--- config.mk ---
export PLATFORM = sky130hd
export DESIGN_NAME = spi_lcd_bridge
export DESIGN_NICKNAME = d
export VERILOG_FILES = /design/src/hdl/spi_types_pkg.sv /design/src/hdl/lcd_cmd_pkg.sv /design/src/hdl/spi_lcd_ifs.sv /design/src/hdl/lcd_fill_gen.sv /design/src/hdl/spi_tx_fifo.sv /design/src/hdl/spi_ctrl.sv /design/src/hdl/spi_lcd_bridge.sv
export VERILOG_INCLUDE_DIRS = /design/src /design/src/hdl
export SDC_FILE = /design/constraint.sdc
export NUM_CORES = 1
export LEC_CHECK = 0
export BUFFER_PORTS_ARGS = -buffer_cell sky130_fd_sc_hd__buf_4
export CORE_ASPECT_RATIO = 1.2
export CORE_MARGIN = 5
export CORE_UTILIZATION = 59
export DETAILED_ROUTE_END_ITERATION = 16
export HOLD_SLACK_MARGIN = 0.12
export PLACE_DENSITY = 0.78
export SETUP_SLACK_MARGIN = 0.2
export SLEW_MARGIN = 15
export SYNTH_ARGS = -nofsm -noshare
export SYNTH_HDL_FRONTEND = slang
export SYNTH_SLANG_ARGS = --single-unit
--- constraint.sdc ---
create_clock -name clk -period 3.1 [get_ports clk]
set_clock_uncertainty 0.2 [all_clocks]
set_input_delay 0.465 -clock clk [delete_from_list [all_inputs] [get_ports clk]]
set_output_delay 0.465 -clock clk [all_outputs]
set_load 0.005 [all_outputs]
--- src/hdl/spi_lcd_consts.svh ---
/* SPI LCD bridge constants
   Sizes shared by the packages, the FIFO and the SPI controller */

`ifndef SPI_LCD_CONSTS_SVH
`define SPI_LCD_CONSTS_SVH

// Byte entries held in the transmit FIFO
`define SPI_FIFO_DEPTH 8

// Repeat count width for up to 256 copies of one byte
`define SPI_REPEAT_W 8

// Clock divider width for SCLK periods of 2 * (divider + 1) clk cycles
`define SPI_DIV_W 4

`endif

--- src/hdl/spi_types_pkg.sv ---
/* SPI side types
   Data word, divider and bit counter used by the FIFO and the SPI controller */

`include "spi_lcd_consts.svh"

package spi_types_pkg;

    // One byte shifted over MOSI/MISO
    typedef logic [7:0] spi_byte_t;

    // Half-period length minus one in clk cycles
    typedef logic [`SPI_DIV_W-1:0] spi_div_t;

    // Bits still to go in the current byte (8 down to 0)
    typedef logic [3:0] spi_bitcnt_t;

endpackage

--- src/hdl/lcd_cmd_pkg.sv ---
/* Command side types
   Repeat count and fill generator states */

`include "spi_lcd_consts.svh"

package lcd_cmd_pkg;

    // Copies to send beyond the first one
    typedef logic [`SPI_REPEAT_W-1:0] repeat_t;

    typedef enum logic {
        FILL_IDLE, // Waiting for a host command
        FILL_EMIT  // Pushing copies into the FIFO
    } fill_state_t;

endpackage

--- src/hdl/spi_lcd_ifs.sv ---
/* Internal byte interfaces
   byte_wr_if links fill generator to FIFO and spi_byte_if links FIFO to SPI controller */

`timescale 1ns/1ps

interface byte_wr_if;
    import spi_types_pkg::*;

    logic       push;    // Write strobe for one byte per edge
    logic       dc;      // Data/command flag for this byte
    logic       end_txn; // Release chip select after this byte
    spi_byte_t  data;    // Byte to queue
    logic       full;    // FIFO cannot take another byte

    modport producer (
        output push, dc, end_txn, data,
        input  full
    );

    modport fifo (
        input  push, dc, end_txn, data,
        output full
    );
endinterface

interface spi_byte_if;
    import spi_types_pkg::*;

    logic       start;   // Starts a transfer with a one-cycle pulse
    logic       dc;      // Goes out on spi_dc at start
    logic       end_txn; // Chip select level after the byte
    spi_byte_t  data;    // Byte to shift out
    logic       busy;    // Transfer in progress

    modport fifo (
        output start, dc, end_txn, data,
        input  busy
    );

    modport ctrl (
        input  start, dc, end_txn, data,
        output busy
    );
endinterface

--- src/hdl/lcd_fill_gen.sv ---
/* LCD fill generator
   Expands one host command into count + 1 byte pushes toward the FIFO */

`timescale 1ns/1ps

module lcd_fill_gen (
    input  logic                     clk,
    input  logic                     rstn,

    // Host command
    input  logic                     cmd_valid, // Command present this cycle
    input  logic                     cmd_dc,    // Data/command flag for every copy
    input  logic                     cmd_last,  // End transaction after final copy
    input  spi_types_pkg::spi_byte_t cmd_data,  // Byte to repeat
    input  lcd_cmd_pkg::repeat_t     cmd_count, // Extra copies
    output logic                     cmd_busy,  // Command being expanded

    byte_wr_if.producer              wr
);

    import spi_types_pkg::*;
    import lcd_cmd_pkg::*;

    fill_state_t state;
    repeat_t     remaining; // Copies left after the current one
    spi_byte_t   data_q;
    logic        dc_q;
    logic        last_q;

    logic        final_copy;

    assign final_copy = (remaining == '0);
    assign cmd_busy   = (state == FILL_EMIT);

    // Push whenever the FIFO has room
    assign wr.push    = (state == FILL_EMIT) && !wr.full;
    assign wr.dc      = dc_q;
    assign wr.data    = data_q;
    assign wr.end_txn = last_q && final_copy; // Keep CS low across a pixel run

    always_ff @(posedge clk) begin
        if (!rstn) begin
            state     <= FILL_IDLE;
            remaining <= '0;
        end else begin
            case (state)
                FILL_IDLE: begin
                    if (cmd_valid) begin
                        remaining <= cmd_count;
                        state     <= FILL_EMIT;
                    end
                end
                FILL_EMIT: begin
                    if (wr.push) begin
                        if (final_copy) state <= FILL_IDLE; // Busy drops with last push
                        else remaining <= remaining - 1'b1;
                    end
                end
                default: state <= FILL_IDLE;
            endcase
        end
    end

    // Command payload, captured on accept
    always_ff @(posedge clk) begin
        if (state == FILL_IDLE && cmd_valid) begin
            data_q <= cmd_data;
            dc_q   <= cmd_dc;
            last_q <= cmd_last;
        end
    end

endmodule

--- src/hdl/spi_tx_fifo.sv ---
/* SPI transmit FIFO
   Queues bytes with their DC and end flags and feeds the SPI controller when idle */

`timescale 1ns/1ps

`include "spi_lcd_consts.svh"

module spi_tx_fifo (
    input  logic      clk,
    input  logic      rstn,
    byte_wr_if.fifo   wr,
    spi_byte_if.fifo  rd
);

    import spi_types_pkg::*;

    localparam int DEPTH = `SPI_FIFO_DEPTH;
    localparam int PTR_W = (DEPTH > 1) ? $clog2(DEPTH) : 1;
    localparam int CNT_W = $clog2(DEPTH + 1);

    spi_byte_t         data_mem [DEPTH]; // Payload bytes
    logic              dc_mem   [DEPTH];
    logic              end_mem  [DEPTH];

    logic [PTR_W-1:0]  wr_ptr;
    logic [PTR_W-1:0]  rd_ptr;
    logic [CNT_W-1:0]  count;  // Occupied entries

    logic              pop;

    assign wr.full    = (count == CNT_W'(DEPTH));
    assign pop        = (count != '0) && !rd.busy; // Controller idle with work queued
    assign rd.start   = pop;
    assign rd.data    = data_mem[rd_ptr]; // Head of queue
    assign rd.dc      = dc_mem[rd_ptr];
    assign rd.end_txn = end_mem[rd_ptr];

    always_ff @(posedge clk) begin
        if (!rstn) begin
            wr_ptr <= '0;
            rd_ptr <= '0;
            count  <= '0;
        end else begin
            if (wr.push) begin
                wr_ptr <= (wr_ptr == PTR_W'(DEPTH - 1)) ? '0 : wr_ptr + 1'b1;
            end
            if (pop) begin
                rd_ptr <= (rd_ptr == PTR_W'(DEPTH - 1)) ? '0 : rd_ptr + 1'b1;
            end
            if (wr.push && !pop) count <= count + 1'b1;
            else if (pop && !wr.push) count <= count - 1'b1;
        end
    end

    // Entry storage
    always_ff @(posedge clk) begin
        if (wr.push) begin
            data_mem[wr_ptr] <= wr.data;
            dc_mem[wr_ptr]   <= wr.dc;
            end_mem[wr_ptr]  <= wr.end_txn;
        end
    end

    a_count_bound: assert property (
        @(posedge clk) disable iff (!rstn) count <= CNT_W'(DEPTH)
    );

    // Producer must respect back-pressure
    a_push_not_full: assert property (
        @(posedge clk) disable iff (!rstn) wr.push |-> !wr.full
    );

endmodule

--- src/hdl/spi_ctrl.sv ---
/* SPI byte controller
   Shifts one byte out on MOSI while capturing MISO and drives CS, SCLK and the LCD DC line */

`timescale 1ns/1ps

module spi_ctrl (
    input  logic                     clk,
    input  logic                     rstn,

    spi_byte_if.ctrl                 bus,

    // SPI pins
    input  logic                     spi_miso,
    output logic                     spi_select,  // Active-low chip select
    output logic                     spi_clk_out, // Idles low
    output logic                     spi_mosi,
    output logic                     spi_dc,      // Data/command line

    // Read-back
    output spi_types_pkg::spi_byte_t rd_data,     // Byte captured from MISO
    output logic                     rd_valid,    // One cycle as busy falls

    // Configuration
    input  logic                     set_config,
    input  spi_types_pkg::spi_div_t  divider_in,
    input  logic                     read_latency_in // Extra half-period MISO resample
);

    import spi_types_pkg::*;

    localparam spi_bitcnt_t BITS_PER_BYTE = 4'd8;

    spi_div_t    divider;        // Configured half-period minus one
    logic        read_latency;
    spi_div_t    clock_count;    // Cycles into the current half-period
    spi_bitcnt_t bits_remaining;
    spi_byte_t   shift_q;        // Outgoing bits at top, incoming at bottom
    logic        end_txn_q;
    logic        busy_q;

    // Configuration register
    always_ff @(posedge clk) begin
        if (!rstn) begin
            divider      <= '0;
            read_latency <= 1'b0;
        end else if (set_config) begin
            divider      <= divider_in;
            read_latency <= read_latency_in;
        end
    end

    always_ff @(posedge clk) begin
        if (!rstn) begin
            busy_q         <= 1'b0;
            spi_select     <= 1'b1;
            spi_clk_out    <= 1'b0;
            spi_dc         <= 1'b0;
            clock_count    <= '0;
            bits_remaining <= '0;
            rd_valid       <= 1'b0;
        end else begin
            rd_valid <= 1'b0;
            if (!busy_q) begin
                if (bus.start) begin
                    busy_q         <= 1'b1;
                    shift_q        <= bus.data;   // MSB goes out first
                    spi_dc         <= bus.dc;
                    end_txn_q      <= bus.end_txn;
                    bits_remaining <= BITS_PER_BYTE;
                    spi_select     <= 1'b0;
                    clock_count    <= '0;
                end
            end else if (bits_remaining == '0) begin
                // One cycle after the last falling toggle
                if (read_latency) shift_q[0] <= spi_miso;
                busy_q      <= 1'b0;
                spi_select  <= end_txn_q;  // Hold CS low for a multi-byte run
                clock_count <= '0;
                rd_valid    <= 1'b1;
            end else if (clock_count == divider) begin
                clock_count <= '0;
                spi_clk_out <= !spi_clk_out;
                if (spi_clk_out) begin
                    // Falling toggle shifts the next MOSI bit and samples MISO
                    shift_q        <= {shift_q[6:0], spi_miso};
                    bits_remaining <= bits_remaining - 1'b1;
                end else if (read_latency && bits_remaining != BITS_PER_BYTE) begin
                    shift_q[0] <= spi_miso; // Retake the bit half a period on for a late slave
                end
            end else begin
                clock_count <= clock_count + 1'b1;
            end
        end
    end

    assign bus.busy = busy_q;
    assign spi_mosi = shift_q[7];
    assign rd_data  = shift_q; // Stable from rd_valid until the next start

    // FIFO only starts an idle controller
    a_start_when_idle: assert property (
        @(posedge clk) disable iff (!rstn) bus.start |-> !busy_q
    );

    // No SCLK edges reach a deselected panel
    a_sclk_idle_deselected: assert property (
        @(posedge clk) disable iff (!rstn) spi_select |-> !spi_clk_out
    );

endmodule

--- src/hdl/spi_lcd_bridge.sv ---
/* SPI LCD bridge top level
   Fill generator feeds the byte FIFO, which feeds the SPI controller */

`timescale 1ns/1ps

module spi_lcd_bridge (
    input  logic                     clk,
    input  logic                     rstn,

    // Host commands
    input  logic                     cmd_valid,
    input  logic                     cmd_dc,
    input  logic                     cmd_last,
    input  spi_types_pkg::spi_byte_t cmd_data,
    input  lcd_cmd_pkg::repeat_t     cmd_count,
    output logic                     cmd_busy,

    // Configuration
    input  logic                     set_config,
    input  spi_types_pkg::spi_div_t  divider_in,
    input  logic                     read_latency_in,

    // SPI pins
    output logic                     spi_select,
    output logic                     spi_clk_out,
    output logic                     spi_mosi,
    input  logic                     spi_miso,
    output logic                     spi_dc,

    // Read-back
    output spi_types_pkg::spi_byte_t rd_data,
    output logic                     rd_valid
);

    byte_wr_if  wr_bus ();  // Fill generator to FIFO
    spi_byte_if spi_bus (); // FIFO to SPI controller

    lcd_fill_gen u_fill (
        .clk       (clk),
        .rstn      (rstn),
        .cmd_valid (cmd_valid),
        .cmd_dc    (cmd_dc),
        .cmd_last  (cmd_last),
        .cmd_data  (cmd_data),
        .cmd_count (cmd_count),
        .cmd_busy  (cmd_busy),
        .wr        (wr_bus.producer)
    );

    spi_tx_fifo u_fifo (
        .clk  (clk),
        .rstn (rstn),
        .wr   (wr_bus.fifo),
        .rd   (spi_bus.fifo)
    );

    spi_ctrl u_spi (
        .clk             (clk),
        .rstn            (rstn),
        .bus             (spi_bus.ctrl),
        .spi_miso        (spi_miso),
        .spi_select      (spi_select),
        .spi_clk_out     (spi_clk_out),
        .spi_mosi        (spi_mosi),
        .spi_dc          (spi_dc),
        .rd_data         (rd_data),
        .rd_valid        (rd_valid),
        .set_config      (set_config),
        .divider_in      (divider_in),
        .read_latency_in (read_latency_in)
    );

endmodule

# == Word-level counts from Yosys, hierarchy flattened ==
# Memories as Yosys holds them, arrays and structs flattened. A register that Yosys moved wholly into a read port is not among the register bits.
# Index checks and enable logic that the tools add are counted.
# Widths: inputs -> output; s select.
# totals
reg_bits,54
latchBits,0
ramBits,80
romBits,0
in_bits,28
output_inout_bits,14
word_cells,114
mem_count,3
# memory_table
memory,depth,word_bits,read_ports,rd_ports_with_merged_regs,wr,line_no,text
u_fifo.data_mem,8,8,1,1,1,spi_tx_fifo.sv:21,spi_byte_t data_mem [DEPTH];
u_fifo.dc_mem,8,1,1,1,1,spi_tx_fifo.sv:22,logic dc_mem [DEPTH];
u_fifo.end_mem,8,1,1,1,1,spi_tx_fifo.sv:23,logic end_mem [DEPTH];
# op_classes
n_addsub,7
mul,0
div,0
order_cmp,0
n_eq_ne,15
n_shift,0
mux,41
bitwise_logic,3
n_reduce_logical,27
# op_table
op,count
$mux 8,6
$mux 4,11
$mux 1,16
$pmux 8 s2,1
$mux 7,2
$mux 3,4
$ne 2x2->1 const B,5
$reduce_and 5->1,2
$reduce_and 3->1,3
$add 4x1->4 const B,2
$logic_not 8->1,1
$sub 4x1->4 const B,2
$sub 8x1->8 const B,1
$logic_and 1x1->1,7
$add 3x1->3 const B,2
$eq 3x3->1 const B,2
$logic_not 1->1,6
$reduce_and 2->1,3
$eq 4x4->1,1
$eq 4x4->1 const B,1
$logic_not 4->1,1
$ne 2x1->1 const B,2
$ne 4x3->1 const B,1
$ne 4x4->1 const B,1
7 further kinds,10

# == Longest topological paths before layout ==
# logic_depth
word_depth,7
mapped_depth,11
depth_no_buf,11

# == By module ==
# Synthesis repeated with hierarchy kept, for this count alone.
# hier_totals
hier_cells,400
area_unflattened_um2,5975.7
# by_module_without_submodules
module,n_inst,cells_each,area_per_inst_um2,seq_area_each_um2
spi_tx_fifo,1,190,3747.3,2662.6
spi_ctrl,1,123,1315.0,630.6
lcd_fill_gen,1,87,913.4,480.5

# == Least setup slack after synthesis ==
# No wires, ideal clock.
# synth_timing
path_kind,reg-to-reg
start,register u_fifo.count[0]
end,register u_fifo.count[3]
setup_ns,0.070
t_arrival_ns,2.480
t_required_ns,2.830
path_slack_ns,0.349
path_stages_with_launch,12
synth_period_minus_slack_ns,2.751
cell_sequence,dfxtp_1 nor4_1 nor2_1 clkinv_1 ha_1 inv_1 ha_1 a21o_1 a21oi_1 xnor2_1 or3_1 a21oi_1
# synth_between
elab_chain_cells,6
# synth_lines
item,line_no,text
from (decl),spi_tx_fifo.sv:27,logic [CNT_W-1:0] count;
from (signal assigned),spi_tx_fifo.sv:50,if (wr.push && !pop) count <= count + 1'b1;
from (signal assigned),spi_tx_fifo.sv:51,else if (pop && !wr.push) count <= count - 1'b1;
branches (longest 6 deep; another with $sub 4x1->4),--,
# Several ways; the timed one is not identified. The select of a mux whose other input is x is not followed.
# A chain may end at the register's enable or synchronous reset.

# == Worst setup path in the final report ==
# layout_timing
start,register u_fifo.count[2]
end,register u_fifo.count[3]
# layout_between
elab_chain_cells,6
# layout_lines
item,line_no,text
$eq 4x4->1 *,spi_tx_fifo.sv:31,assign wr.full = (count == CNT_W'(DEPTH));
$logic_not 1->1 *,lcd_fill_gen.sv:36,assign wr.push = (state == FILL_EMIT) && !wr.full;
$logic_and 1x1->1 *,lcd_fill_gen.sv:36,
named net u_fifo.wr.push,spi_lcd_ifs.sv:21,"input push, dc, end_txn, data,"
$logic_not 1->1,spi_tx_fifo.sv:51,
$logic_and 1x1->1,spi_tx_fifo.sv:51,
$reduce_bool 2->1 (no source line),--,
# The timed path passes the listed nets; every way through them passes the cells marked *. The select of a mux whose other input is x is not followed.

==> summary.txt <==
Outcome
  – Status: complete, no violations

Placed design
  – Placed standard-cell area: roughly 6200 µm²
  – GPL Wtd Cong: 0.7687
  – IO buf count: 41
  – Hpwl dp: between 6000 and 7000 µm
  – DP Cell Count: between 500 and 600

Synth
  – Synth top area share: 0.5219
  – Unique masters post-synth: 48
  – FF+latch count, synth: around 140
  – Syn avg cell area: approximately 14 µm²
  – Prevailing post-synth register cell: edfxtp_1
  – Post-Syn Area: ~5700 µm²
  – Register area share after synthesis: 0.6624
  – Syn Inst Count: 395
  – Largest cells by area after synthesis: edfxtp_1 52%, dfxtp_1 14%, mux4_2 7.9%
  – Net Count, Synth: 436
  – EDFF count, synth: 99
  – YS warnings: 0
  – Synth area leader: edfxtp_1
  – Ys async rst share: 0

Finish
  – Leading cell type in the layout, fill and taps excluded: edfxtp_1
  – Most frequent cells in the layout: 99 x edfxtp_1, 59 x buf_4, 38 x dfxtp_1
  – Fillers: 601
  – Finished Layout Cells: about 610
  – Nets: 510
  – P&R area growth vs syn: 21.11%
  – Design area: just under 7000 µm²
  – Antenna fix cells: 0
  – Share of cells above drive strength 1: 0.2531

Global routing
  – Initial antenna violation count: 0
  – Vias in the first global route: approximately 3600
  – Largest net degree at the start of global routing: 29
  – First-pass GRT wire length: 18240 µm
  – Grt ovf: 0
  – Gr usage total: 0.2053

Drt
  – WL per Instance: about 19 µm
  – Via count: 3432
  – DRT Wirelength: roughly 11000 µm
  – TritonRoute pass-1 iters: 4
  – Via-to-Cell Ratio: about 5.7
  – Antenna Nets Post-Route: 0
  – Starting DRT DRC Count: between 200 and 300
  – # DRC: 0

Critical path
  – Crit path cell chain: nor4b_4 > or2b_1 > inv_2 > ha_1 > inv_1 > ha_1 > a21o_1 > a21oi_1 > xnor2_1 > or3_1 > a21oi_2
  – Crit-path max FO: 4
  – Reg2Reg Launch Point: u_fifo.count[2]$_SDFFE_PN0P_
  – Cells on worst reg2reg path: 11
  – Worst r2r dst: u_fifo.count[3]$_SDFFE_PN0P_
  – Worst Setup Start Kind: flip-flop
  – Critical path class: reg -> reg
  – Worst path slowest cell: dfxtp_1
  – Required @ worst endpoint: ~3.3 ns
  – Critical Path AT: 2.97 ns
  – Worst reg-to-reg setup slack: about 0.28 ns
  – Worst setup path end: u_fifo.count[3]$_SDFFE_PN0P_
  – CP max stage delay: 0.36 ns
  – Worst Setup SP: u_fifo.count[2]$_SDFFE_PN0P_
  – CP most frequent cell: ha_1
  – Worst Setup End Kind: flip-flop

Timing
  – Hold WS: 0.1340 ns
  – Final Hold Fails: 0
  – Max-slew violations: 0
  – Crit share post-route: 0.9098
  – RSZ-0062 raised after global routing: false
  – Post-route minimum period: 2.820 ns
  – Worst-Margin Slew: around 0.75 ns
  – Final setup fails: 0
  – Rel. slew slack: 0.4987
  – TNS Setup: 0 ns
  – Max frequency: 0.3546 GHz

Pwr
  – Pwr dens: roughly 820 nW/µm²
  – Maximum VDD drop: between 0.4 and 0.5 mV
  – Leak: roughly 2.5 nW

Floorplan
  – Core Box Area: 9467 µm²
  – Starting Density: 0.6018
  – IO Pins: 42
  – Die W: 99.70 µm
  – Die ar.: 11730 µm²
  – Die H: 117.6 µm
  – Rows: 39

Clock tree
  – CTS tree: yes
  – Clk slew on worst S/H paths: roughly 0.060 ns
  – Root buffer cell: clkbuf_16
  – Clock buffer depth: 2
  – CTS buffer count: 17
  – Worst-Skew Late Latency: a little over 0.4 ns
  – Num Clock Sinks: roughly 140
  – H-tree levels: 4

Flow run
  – Max-Cap Viols: 0

Min path
  – Hold WC Path Type: in -> reg
## worst max-delay path: cells and delay by family (launching register included)
| kind | cells | cell delay [ns] |
|---|---|---|
| AOI/OAI and AO/OA | 3 | 0.52 |
| DFF | 1 | 0.36 |
| buffers and inverters | 2 | 0.20 |
| xor gates and xnor gates | 1 | 0.10 |
| adders and majority gates | 2 | 0.48 |
| and+or+nand+nor | 3 | 0.89 |
## worst min path at each step
stage                                         start                                    to  slack (ns)  cells past startpoint
5_1_grt                                        rstn         u_spi.spi_select$_SDFFE_PN1P_        0.13                      2
3_3_place_gp   u_spi.bits_remaining[0]$_SDFFE_PN0P_  u_spi.bits_remaining[0]$_SDFFE_PN0P_        0.26                      2
4_1_cts                                        rstn         u_spi.spi_select$_SDFFE_PN1P_        0.13                      2
3_5_place_dp   u_spi.bits_remaining[1]$_SDFFE_PN0P_  u_spi.bits_remaining[1]$_SDFFE_PN0P_        0.27                      2
2_1_floorplan  u_spi.bits_remaining[0]$_SDFFE_PN0P_  u_spi.bits_remaining[0]$_SDFFE_PN0P_        0.25                      2
6_report                                   spi_miso            u_spi.rd_data[0]$_DFFE_PP_        0.13                      3
## cell families (layout without fill, tap and decap cells)
family                     after synthesis  in the layout  share of synthesized area
xor gates and xnor gates                14             14                    0.02152
buffers and inverters                   32            119                    0.02504
adders and majority gates               13             13                    0.02987
AOI/OAI and AO/OA                       53             53                    0.05623
and+or+nand+nor                        105            105                    0.09225
muxes                                   39             39                     0.1127
DFF                                    139            139                     0.6624
## cell usage after synthesis (6+ instances only)
library cell   n
nand2_1       32
inv_1         12
nand3_1        7
clkbuf_1       6
nor2_1        33
nor3_1         7
a21oi_1       21
xor2_1        10
mux4_2        20
ha_1          12
buf_2          6
mux2i_1       18
edfxtp_1      99
dfxtp_1       40
o21ai_0       14
## repair_timing
action | CTS | global route
setup buffers | 0 | 3
hold endpoints to repair | 14 | 0
setup endpoints to repair | 0 | 1
hold buffers | 14 | 0
gates resized for setup | 0 | 6
## layout make-up
class / count / area [µm²] / share of cell area
sequential: 139 / 3776 / 0.5473
multi-input combinational: 224 / 1805 / 0.2617
timing repair buffer: 73 / 583.1 / 0.08451
clock buffer: 17 / 425.4 / 0.06166
tap: 123 / 153.9 / 0.02231
clock inverter: 15 / 102.6 / 0.01487
inverter: 14 / 52.55 / 0.007617
## metal layers
layer,share of wire,vias to the layer above,global-route usage
li1,-,1634,-
met1,0.39,1701,0.2429
met2,0.55,83,0.3552
met3,0.047,14,0.05513
met4,0.012,0,0.07515
met5,0,-,0
## report_power, final
group	switching (mW)	internal (mW)	leakage [nW]
clock	0.759	1.02	0.246
sequential	0.219	2.24	1.23
combinational	0.722	0.720	1.02
## through the flow
step	power [mW]	setup WS (ns)	utilization
floorplan	3.446	0.3492	-
global placement	3.793	0.4089	0.6536
detailed placement	3.856	0.2551	0.6536
CTS	5.648	0.2270	0.7242
global route	5.971	0.1148	0.7288
finish	5.678	0.2797	0.7288
## registers in the layout, indices dropped and copies added, names as in the netlist, 3 cells and up, named ones only
name / cells
u_fifo.data_mem: 64
u_spi.divider: 4
u_spi.clock_count: 4
u_fifo.dc_mem: 8
u_fifo.rd_ptr: 3
u_fill.wr.data: 8
u_fill.remaining: 8
u_spi.rd_data: 8
u_fifo.end_mem: 8
u_fifo.wr_ptr: 3
u_fifo.count: 4
u_spi.bits_remaining: 4
No activity file was read; power rests on OpenSTA's default activity.
